==> config.mk <==
export PLATFORM = sky130hd
export DESIGN_NAME = alu_top
export DESIGN_NICKNAME = d
export VERILOG_FILES = /design/src/fp32_pkg.sv /design/src/riscv_isa_pkg.sv /design/src/alu_decode.sv /design/src/alu_fp_unit.sv /design/src/alu_int_unit.sv /design/src/alu_top.sv /design/src/alu_writeback.sv
export SDC_FILE = /design/constraint.sdc
export NUM_CORES = 2
export LEC_CHECK = 0
export ABC_AREA = 1
export BUFFER_PORTS_ARGS = -buffer_cell sky130_fd_sc_hd__buf_4
export CAP_MARGIN = 20
export CORE_MARGIN = 4
export CORE_UTILIZATION = 62
export CTS_CLUSTER_DIAMETER = 100
export DETAILED_ROUTE_END_ITERATION = 8
export PLACE_DENSITY = 0.9
export SLEW_MARGIN = 30
export SYNTH_ARGS = -nofsm -noshare
export SYNTH_HDL_FRONTEND = slang
export SYNTH_SLANG_ARGS = --single-unit
==> constraint.sdc <==
create_clock -name clk -period 15.8 [get_ports clk]
set_input_delay 3.16 -clock clk [delete_from_list [all_inputs] [get_ports clk]]
set_output_delay 3.16 -clock clk [all_outputs]
set_load 0.005 [all_outputs]
==> src/fp32_pkg.sv <==
`default_nettype none

package fp32_pkg;

    // field layout of an ieee-754 single: sign, exponent, mantissa
    localparam int EXP_W    = 8;
    localparam int MAN_W    = 23;
    localparam int EXP_BIAS = 127;
    localparam int EXP_MAX  = 255;           // infinity and nan

    // fclass result bit positions
    localparam int CLS_NEG_INF  = 0;
    localparam int CLS_NEG_NORM = 1;
    localparam int CLS_NEG_SUB  = 2;
    localparam int CLS_NEG_ZERO = 3;
    localparam int CLS_POS_ZERO = 4;
    localparam int CLS_POS_SUB  = 5;
    localparam int CLS_POS_NORM = 6;
    localparam int CLS_POS_INF  = 7;
    localparam int CLS_SNAN     = 8;         // mantissa msb clear
    localparam int CLS_QNAN     = 9;         // mantissa msb set

endpackage

`default_nettype wire

==> src/riscv_isa_pkg.sv <==
`default_nettype none

package riscv_isa_pkg;

    localparam int XLEN = 32;                // one machine word

    // valid data memory window for load and store addresses
    localparam int MEM_LO = 4096;
    localparam int MEM_HI = 8191;

    typedef enum logic [6:0] {
        OP     = 7'b0110011,                 // register-register integer
        OP_IMM = 7'b0010011,                 // register-immediate integer
        LOAD   = 7'b0000011,
        STORE  = 7'b0100011,
        BRANCH = 7'b1100011,
        JALR   = 7'b1100111,
        AUIPC  = 7'b0010111,
        OP_FP  = 7'b1010011                  // single-precision arithmetic
    } opcode_e;

    // one funct3 encoding serves several of the kept instructions
    typedef enum logic [2:0] {
        F3_ADD    = 3'b000,                  // sub, addi, beq, jalr, fmul with rne
        F3_FCLASS = 3'b001,
        F3_SLT    = 3'b010,                  // also the word width of lw and sw
        F3_BLT    = 3'b100,
        F3_SRL    = 3'b101
    } funct3_e;

    typedef enum logic [6:0] {
        F7_BASE   = 7'b0000000,              // slt and srl
        F7_SUB    = 7'b0100000,
        F7_FMUL   = 7'b0001000,
        F7_FCLASS = 7'b1110000
    } funct7_e;

    // operation carried down the pipeline after decode
    typedef enum logic [3:0] {
        op_none,                             // unmatched field combination
        op_sub,
        op_addi,
        op_addr,                             // load and store address
        op_beq,
        op_blt,
        op_jalr,
        op_auipc,
        op_slt,
        op_srl,
        op_fmul,
        op_fclass
    } alu_op_e;

endpackage

`default_nettype wire

==> src/alu_decode.sv <==
`timescale 1ns/10ps
`default_nettype none

module alu_decode import riscv_isa_pkg::*; (
    input  logic            clk,
    input  logic            rst_n,
    input  logic            cyc,
    input  logic            stb,
    input  logic            ack,
    input  logic [6:0]      opcode,
    input  logic [2:0]      funct3,
    input  logic [6:0]      funct7,
    input  logic [XLEN-1:0] r1,
    input  logic [XLEN-1:0] r2,
    input  logic [XLEN-1:0] imm,
    input  logic [XLEN-1:0] pc,
    output logic            go,
    output alu_op_e         op,
    output logic [XLEN-1:0] a,
    output logic [XLEN-1:0] b,
    output logic [XLEN-1:0] imm_q,
    output logic [XLEN-1:0] pc_q
);

    logic    busy;
    logic    accept;
    alu_op_e dec_op;

    assign accept = cyc & stb & ~busy;       // a held stb is ignored until ack

    always_comb begin
        dec_op = op_none;
        case (opcode)
            OP: begin
                if (funct3 == F3_ADD && funct7 == F7_SUB)
                    dec_op = op_sub;
                else if (funct3 == F3_SLT && funct7 == F7_BASE)
                    dec_op = op_slt;
                else if (funct3 == F3_SRL && funct7 == F7_BASE)
                    dec_op = op_srl;
            end
            OP_IMM: if (funct3 == F3_ADD) dec_op = op_addi;
            LOAD, STORE: if (funct3 == F3_SLT) dec_op = op_addr;  // word access only
            BRANCH: begin
                if (funct3 == F3_ADD)
                    dec_op = op_beq;
                else if (funct3 == F3_BLT)
                    dec_op = op_blt;
            end
            JALR: if (funct3 == F3_ADD) dec_op = op_jalr;
            AUIPC: dec_op = op_auipc;        // no function field
            OP_FP: begin
                if (funct3 == F3_ADD && funct7 == F7_FMUL)
                    dec_op = op_fmul;
                else if (funct3 == F3_FCLASS && funct7 == F7_FCLASS)
                    dec_op = op_fclass;
            end
            default: ;
        endcase
    end

    always_ff @(posedge clk or negedge rst_n) begin
        if (!rst_n) begin
            busy <= 1'b0;
            go   <= 1'b0;
            op   <= op_none;
        end else begin
            go <= accept;                    // single pulse per transaction
            if (accept) begin
                busy <= 1'b1;
                op   <= dec_op;
            end else if (ack) begin
                busy <= 1'b0;
            end
        end
    end

    always_ff @(posedge clk) begin
        if (accept) begin
            a     <= r1;
            b     <= r2;
            imm_q <= imm;
            pc_q  <= pc;
        end
    end

endmodule

`default_nettype wire

==> src/alu_fp_unit.sv <==
`timescale 1ns/10ps
`default_nettype none

module alu_fp_unit import riscv_isa_pkg::*, fp32_pkg::*; (
    input  logic            clk,
    input  logic            rst_n,
    input  logic            go,
    input  alu_op_e         op,
    input  logic [XLEN-1:0] a,
    input  logic [XLEN-1:0] b,
    output logic            done,
    output logic [XLEN-1:0] fp_result,
    output logic            nan_inf,
    output logic            range_err
);

    logic [EXP_W-1:0]        ex_a;
    logic [EXP_W-1:0]        ex_b;
    logic [EXP_W-1:0]        eff_a;
    logic [EXP_W-1:0]        eff_b;
    logic                    a_zero;
    logic                    b_zero;
    logic                    a_special;
    logic                    b_special;
    logic                    sign_p;
    logic [MAN_W:0]          sig_a;
    logic [MAN_W:0]          sig_b;
    logic [2*MAN_W+1:0]      prod;
    logic [2*MAN_W+1:0]      norm;
    logic [5:0]              lz;
    logic signed [EXP_W+1:0] exp_n;
    logic signed [EXP_W+1:0] exp_f;
    logic                    lsb;
    logic                    guard;
    logic                    rnd;
    logic                    sticky;
    logic [MAN_W:0]          man_r;
    logic [XLEN-1:0]         mul_res;
    logic [XLEN-1:0]         cls_res;
    int                      cls_idx;
    logic [XLEN-1:0]         res_d;
    logic                    range_d;
    logic                    own;

    assign ex_a      = a[MAN_W +: EXP_W];
    assign ex_b      = b[MAN_W +: EXP_W];
    assign a_zero    = (a[XLEN-2:0] == '0);
    assign b_zero    = (b[XLEN-2:0] == '0);
    assign a_special = (ex_a == EXP_MAX);    // infinity or nan
    assign b_special = (ex_b == EXP_MAX);
    assign sign_p    = a[XLEN-1] ^ b[XLEN-1];

    // subnormals take exponent 1 and no hidden bit
    assign eff_a = (ex_a == '0) ? EXP_W'(1) : ex_a;
    assign eff_b = (ex_b == '0) ? EXP_W'(1) : ex_b;
    assign sig_a = {(ex_a != '0), a[MAN_W-1:0]};
    assign sig_b = {(ex_b != '0), b[MAN_W-1:0]};
    assign prod  = sig_a * sig_b;            // two integer bits on top

    always_comb begin
        lz = '0;
        for (int i = 0; i <= 2*MAN_W+1; i++) begin
            if (prod[i])
                lz = 6'(2*MAN_W + 1 - i);    // highest set bit wins
        end
    end

    // lz of 0 is the one-bit right shift case, larger lz shifts left
    assign norm  = prod << lz;
    assign exp_n = (EXP_W+2)'(int'(eff_a) + int'(eff_b) - EXP_BIAS + 1 - int'(lz));

    assign lsb    = norm[MAN_W+1];
    assign guard  = norm[MAN_W];
    assign rnd    = norm[MAN_W-1];
    assign sticky = |norm[MAN_W-2:0];
    assign man_r  = {1'b0, norm[2*MAN_W:MAN_W+1]} + (MAN_W+1)'(guard & (rnd | sticky | lsb));
    assign exp_f  = exp_n + (EXP_W+2)'(man_r[MAN_W]);    // rounding carry

    always_comb begin
        if (a_zero || b_zero)
            mul_res = '0;                    // zero short-cut gives +0
        else if (exp_f >= EXP_MAX)
            mul_res = {sign_p, EXP_W'(EXP_MAX), {MAN_W{1'b0}}};
        else if (exp_f < 1)
            mul_res = {sign_p, {EXP_W{1'b0}}, {MAN_W{1'b0}}};  // flush
        else
            mul_res = {sign_p, exp_f[EXP_W-1:0], man_r[MAN_W-1:0]};
    end

    always_comb begin
        if (a_special && a[MAN_W-1:0] == '0)
            cls_idx = a[XLEN-1] ? CLS_NEG_INF : CLS_POS_INF;
        else if (a_special)
            cls_idx = a[MAN_W-1] ? CLS_QNAN : CLS_SNAN;
        else if (a_zero)
            cls_idx = a[XLEN-1] ? CLS_NEG_ZERO : CLS_POS_ZERO;
        else if (ex_a == '0)
            cls_idx = a[XLEN-1] ? CLS_NEG_SUB : CLS_POS_SUB;
        else
            cls_idx = a[XLEN-1] ? CLS_NEG_NORM : CLS_POS_NORM;
        cls_res          = '0;
        cls_res[cls_idx] = 1'b1;             // one-hot class word
    end

    assign own = (op == op_fmul) || (op == op_fclass);

    always_comb begin
        res_d   = '0;
        range_d = 1'b0;
        case (op)
            op_fmul: begin
                res_d   = mul_res;
                range_d = (mul_res[MAN_W +: EXP_W] == '0) ||
                          (mul_res[MAN_W +: EXP_W] == EXP_MAX);
            end
            op_fclass: res_d = cls_res;
            default: ;
        endcase
    end

    always_ff @(posedge clk or negedge rst_n) begin
        if (!rst_n) begin
            done      <= 1'b0;
            nan_inf   <= 1'b0;
            range_err <= 1'b0;
        end else begin
            done <= go & own;
            if (go) begin
                nan_inf   <= own & (a_special | b_special);
                range_err <= range_d;
            end
        end
    end

    always_ff @(posedge clk) begin
        if (go)
            fp_result <= res_d;
    end

endmodule

`default_nettype wire

==> src/alu_int_unit.sv <==
`timescale 1ns/10ps
`default_nettype none

module alu_int_unit import riscv_isa_pkg::*; (
    input  logic            clk,
    input  logic            rst_n,
    input  logic            go,
    input  alu_op_e         op,
    input  logic [XLEN-1:0] a,
    input  logic [XLEN-1:0] b,
    input  logic [XLEN-1:0] imm,
    input  logic [XLEN-1:0] pc,
    output logic            done,
    output logic [XLEN-1:0] int_result,
    output logic            overflow,
    output logic            bad_addr,
    output logic            branch
);

    logic signed [XLEN:0] sum;               // one bit wider for overflow
    logic [XLEN-1:0]      res_d;
    logic                 ovf_d;
    logic                 bad_d;
    logic                 br_d;
    logic                 lt;
    logic                 own;

    assign lt  = $signed(a) < $signed(b);
    assign own = (op != op_fmul) && (op != op_fclass);  // op_none also completes here

    always_comb begin
        sum   = '0;
        res_d = '0;
        ovf_d = 1'b0;
        bad_d = 1'b0;
        br_d  = 1'b0;
        case (op)
            op_sub: begin
                sum   = {a[XLEN-1], a} - {b[XLEN-1], b};
                res_d = sum[XLEN-1:0];
                ovf_d = sum[XLEN] ^ sum[XLEN-1];    // sign bits disagree
            end
            op_addi: begin
                sum   = {a[XLEN-1], a} + {imm[XLEN-1], imm};
                res_d = sum[XLEN-1:0];
                ovf_d = sum[XLEN] ^ sum[XLEN-1];
            end
            op_addr: begin
                sum   = {a[XLEN-1], a} + {imm[XLEN-1], imm};
                res_d = sum[XLEN-1:0];
                bad_d = (sum < MEM_LO) || (sum > MEM_HI);  // outside data window
            end
            op_beq: begin
                br_d  = (a == b);
                res_d = {{(XLEN-1){1'b0}}, br_d};
            end
            op_blt: begin
                br_d  = lt;
                res_d = {{(XLEN-1){1'b0}}, lt};
            end
            op_jalr:  res_d = pc + XLEN'(4);     // link value
            op_auipc: res_d = pc + imm;          // imm already shifted by the core
            op_slt:   res_d = {{(XLEN-1){1'b0}}, lt};
            op_srl:   res_d = a >> b;            // logical, full shift amount
            default: ;
        endcase
    end

    always_ff @(posedge clk or negedge rst_n) begin
        if (!rst_n) begin
            done     <= 1'b0;
            overflow <= 1'b0;
            bad_addr <= 1'b0;
            branch   <= 1'b0;
        end else begin
            done <= go & own;
            if (go) begin
                overflow <= ovf_d;
                bad_addr <= bad_d;
                branch   <= br_d;
            end
        end
    end

    always_ff @(posedge clk) begin
        if (go)
            int_result <= res_d;
    end

endmodule

`default_nettype wire

==> src/alu_top.sv <==
`timescale 1ns/10ps
`default_nettype none

module alu_top import riscv_isa_pkg::*; (
    input  logic            clk,
    input  logic            rst_n,
    input  logic            cyc,
    input  logic            stb,
    input  logic [6:0]      opcode,
    input  logic [2:0]      funct3,
    input  logic [6:0]      funct7,
    input  logic [XLEN-1:0] r1,
    input  logic [XLEN-1:0] r2,
    input  logic [XLEN-1:0] imm,
    input  logic [XLEN-1:0] pc,
    output logic            ack,
    output logic [XLEN-1:0] result,
    output logic            do_branch,
    output logic            invalid
);

    logic            go;
    alu_op_e         op;
    logic [XLEN-1:0] a;
    logic [XLEN-1:0] b;
    logic [XLEN-1:0] imm_q;
    logic [XLEN-1:0] pc_q;
    logic            int_done;
    logic [XLEN-1:0] int_result;
    logic            overflow;
    logic            bad_addr;
    logic            branch;
    logic            fp_done;
    logic [XLEN-1:0] fp_result;
    logic            nan_inf;
    logic            range_err;

    alu_decode u_decode (
        .clk(clk), .rst_n(rst_n), .cyc(cyc), .stb(stb), .ack(ack),
        .opcode(opcode), .funct3(funct3), .funct7(funct7),
        .r1(r1), .r2(r2), .imm(imm), .pc(pc),
        .go(go), .op(op), .a(a), .b(b), .imm_q(imm_q), .pc_q(pc_q)
    );

    alu_int_unit u_int (
        .clk(clk), .rst_n(rst_n), .go(go), .op(op),
        .a(a), .b(b), .imm(imm_q), .pc(pc_q),
        .done(int_done), .int_result(int_result),
        .overflow(overflow), .bad_addr(bad_addr), .branch(branch)
    );

    alu_fp_unit u_fp (
        .clk(clk), .rst_n(rst_n), .go(go), .op(op), .a(a), .b(b),
        .done(fp_done), .fp_result(fp_result),
        .nan_inf(nan_inf), .range_err(range_err)
    );

    alu_writeback u_writeback (
        .clk(clk), .rst_n(rst_n), .int_done(int_done), .fp_done(fp_done),
        .int_result(int_result), .fp_result(fp_result),
        .overflow(overflow), .bad_addr(bad_addr), .branch(branch),
        .nan_inf(nan_inf), .range_err(range_err),
        .ack(ack), .result(result), .do_branch(do_branch), .invalid(invalid)
    );

endmodule

`default_nettype wire

==> src/alu_writeback.sv <==
`timescale 1ns/10ps
`default_nettype none

module alu_writeback import riscv_isa_pkg::*; (
    input  logic            clk,
    input  logic            rst_n,
    input  logic            int_done,
    input  logic            fp_done,
    input  logic [XLEN-1:0] int_result,
    input  logic [XLEN-1:0] fp_result,
    input  logic            overflow,
    input  logic            bad_addr,
    input  logic            branch,
    input  logic            nan_inf,
    input  logic            range_err,
    output logic            ack,
    output logic [XLEN-1:0] result,
    output logic            do_branch,
    output logic            invalid
);

    logic any_done;

    assign any_done = int_done | fp_done;

    always_ff @(posedge clk or negedge rst_n) begin
        if (!rst_n) begin
            ack       <= 1'b0;
            do_branch <= 1'b0;
            invalid   <= 1'b0;
        end else begin
            ack <= any_done;                 // done is a pulse, so ack is too
            if (any_done) begin
                do_branch <= branch;
                // the idle unit holds zero flags for this op
                invalid   <= overflow | bad_addr | nan_inf | range_err;
            end
        end
    end

    always_ff @(posedge clk) begin
        if (int_done)
            result <= int_result;
        else if (fp_done)
            result <= fp_result;
    end

endmodule

`default_nettype wire

==> metrics.yaml <==
global_routing:
  antenna_found_initial: 14
  grt_use_total_pct: 39.60
  grt_start_max_net_pins: 75
  grt_pass1_wl_um: 216300
  use_met3_pct: 9.616
  use_met1_pct: 52.07
  grt_pass1_vias: 38340
  overflow: 0
  grt_busiest_layer: "met2"
  grt.met2_usage_pct: 62.39
clock_tree:
  root_buffer: "clkbuf_16"
  insertion_delay_ns: 0.59
  cts_htree_levels: 1
  cts_sinks: 240
  tritoncts: "built"
  clock_path_buffers: 3
  path_clk_slew_ns: 0.06
  cts_buffers: 29
  post_cts_buffers: 0
die:
  pin_count: 184
  rows: 93
  die_h_um: 264.8
  initial_core_util_pct: 62.98
  die_area_um2: 70130
  coreArea_um2: 64930
  die_w_um: 264.8
place:
  gp_congestion: 1.050
  dpl.hpwl_um: 112600
  dpl-instance-area_um2: 43080
  port_buffers: 183
cells_and_area:
  multi_input_comb_area_um2: 27630
  areaGrowthSynthToFinish_pct: 7.879
  final_common_cell: "inv_1"
  fillCellCount: 5200
  final_area_um2: 44110
  nets: 6574
  regArea_um2: 7128
  final_cell_mix: "1369 x inv_1, 1276 x nand2_1, 487 x fa_1"
  drive_gt1_share_pct: 7.906
worst_setup_path:
  cp.required_ns: 16.22
  r2r_cells: 66
  crit_type: "reg2reg"
  crit_arrival_ns: 15.13
  cp-start-kind: "flip-flop"
  slowest_stage: "fa_1"
  slowest_delay_ns: 0.58
  r2r_slack_ns: 1.09
  cp_max_fo: 53
  critPathCaptureType: "flip-flop"
  crit_path_frequent_cell: "inv_1"
routing:
  drtAntennaViolNets: 0
  routed_wl_um: 140300
  drc_errors: 0
  num_vias: 38200
  wire_per_inst_um: 21.58
  drt_first_pass_iters: 8
  viasPerCell: 5.878
  first_iter_violations: 5099
synth:
  synth_flop_cell: "edfxtp_1"
  netlist_instances: 5529
  syn_area_per_cell_um2: 7.396
  yosysSeqAreaShare_pct: 17.43
  synth_edf_count: 224
  yosysWarnings: 0
  async_flop_share_pct: 6.667
  syn_area_um2: 40890
  syn_nets: 6485
  ys_seq_elements: 240
  synth.distinct_cells: 74
sta:
  setup_violations: 0
  tightest_slew_ns: 1.060
  drv_slew: 0
  max_freq_mhz: 67.96
  fin_crit_ns: 14.71
  finalCritPeriodShare_pct: 93.12
  finalHoldViolCount: 0
  slew_headroom_pct: 29.31
  tns_ns: 0
  finClkSkew_ns: 0.01901
  grt_setup_unrepaired: "no"
pwr:
  power_density_nw_per_um2: 31.36
  vdd_drop_max_uv: 88.39
  p_leak_nw: 23.61
status:
  status: "complete, no violations"
worst_hold_path:
  hold_path_class: "reg2reg"
  holdPathStages: 2
job:
  drv_cap: 0
[critical path: cells and delay by family (launching register included)]
kind	cells	cell delay, ns
fa+ha+maj	11	4.94
compound gates	15	2.54
simple gates	26	4.10
buf+inv	12	1.92
flops	1	0.54
xor+xnor	2	0.45
[Yosys cell counts, types with 7 or more instances]
| library cell | number | area share (%) |
|---|---|---|
| a211oi_1 | 8 | 0.15 |
| a21o_1 | 8 | 0.15 |
| a21oi_1 | 225 | 2.8 |
| a31oi_1 | 19 | 0.29 |
| buf_1 | 18 | 0.17 |
| buf_2 | 16 | 0.20 |
| buf_4 | 13 | 0.24 |
| buf_6 | 9 | 0.25 |
| clkbuf_1 | 162 | 1.5 |
| dfrtp_1 | 16 | 0.98 |
| edfxtp_1 | 224 | 16 |
| fa_1 | 487 | 24 |
| ha_1 | 320 | 9.8 |
| inv_1 | 1370 | 13 |
| inv_2 | 16 | 0.15 |
| nand2_1 | 1276 | 12 |
| nand2_2 | 16 | 0.24 |
| nand2_4 | 7 | 0.19 |
| nand3_1 | 377 | 4.6 |
| nand3_2 | 10 | 0.24 |
| nand4_1 | 56 | 0.86 |
| nor2_1 | 292 | 2.7 |
| nor2_2 | 9 | 0.14 |
| nor3_1 | 51 | 0.62 |
| nor4_1 | 23 | 0.35 |
| o2111ai_1 | 7 | 0.15 |
| o211ai_1 | 45 | 0.83 |
| o21a_1 | 13 | 0.24 |
| o21ai_0 | 199 | 2.4 |
| o21ai_1 | 10 | 0.12 |
| o21bai_1 | 14 | 0.26 |
| o22ai_1 | 9 | 0.14 |
| or2_2 | 16 | 0.24 |
| xnor2_1 | 36 | 0.77 |
| xor2_1 | 50 | 1.1 |
[final timing paths]
kind	startpoint	end
min reg2reg	u_int.bad_addr$_DFFE_PN0P_	u_int.bad_addr$_DFFE_PN0P_
max	u_decode.a[28]$_DFFE_PP_	u_fp.fp_result[8]$_DFFE_PP_
max in group asynchronous	rst_n	u_decode.go$_DFF_PN0_
min in group asynchronous	rst_n	u_writeback.ack$_DFF_PN0_
min	u_int.bad_addr$_DFFE_PN0P_	u_int.bad_addr$_DFFE_PN0P_
max reg2reg	u_decode.a[28]$_DFFE_PP_	u_fp.fp_result[8]$_DFFE_PP_
[cell type report]
cell class              instances  area share, %
diodes                          3        0.01702
clock buffers                  38          1.722
clock inverters                16         0.4056
inverters                    1391          11.86
multi-input cells            3679          62.62
flip-flops and latches        240          16.16
well taps                     855          2.425
repair buffers                277          4.790
[per-layer routing]
| metal | share of wire, % | routed length (um) |
|---|---|---|
| met1 | 37 | 52150 |
| met2 | 44 | 62230 |
| met3 | 13 | 17550 |
| met4 | 6.0 | 8348 |
| met5 | 0 | 0 |
[sequential cells by signal (all words and copies together) (netlist names), 4 cells and up]
signal	flops
u_fp.fp_result	32
u_decode.imm_q	32
u_decode.b	32
u_decode.a	32
u_decode.pc_q	32
u_decode.op	4
u_writeback.result	32
u_int.int_result	32
[kinds of logic after synthesis]
kind of cell | synth area share, %
adder cells (fa/ha/maj) | 33.63
multiplexers | 0.09791
buffers and inverters | 15.15
AO/OA/AOI/OAI | 8.996
XOR/XNOR | 2.041
AND/OR/NAND/NOR | 22.65
flip-flops | 17.43
[report_power, final]
group | switching (mW) | total [mW] | internal (mW) | leakage, nW
Combinational | 0.0107 | 0.0343 | 0.0236 | 21.2
Sequential | 0 | 0.690 | 0.690 | 1.96
Clock | 0.282 | 0.659 | 0.377 | 0.447
[timing repair]
item                                    in CTS  in global routing
endpoints found under the setup margin       0                 18
resized for setup                            0                  5
endpoints found under the hold margin        0                  0
hold buffers                                 0                  0
[metrics by stage]
stage                     std cells  setup slack, ns  power, mW  utilization [%]  hold WS (ns)
after global placement         6437            1.283     0.7368            66.30        0.4440
final                          6499            1.086      1.384            67.94        0.4989
after detailed placement       6438            1.028     0.7372            66.34        0.4477
after CTS                      6492           0.9995      1.391            67.79        0.5007
after floorplan                5529            3.558     0.7057                -        0.4483
after global routing           6496          0.08338      1.424            67.93        0.5038
No activity file was read; power rests on OpenSTA's default activity.
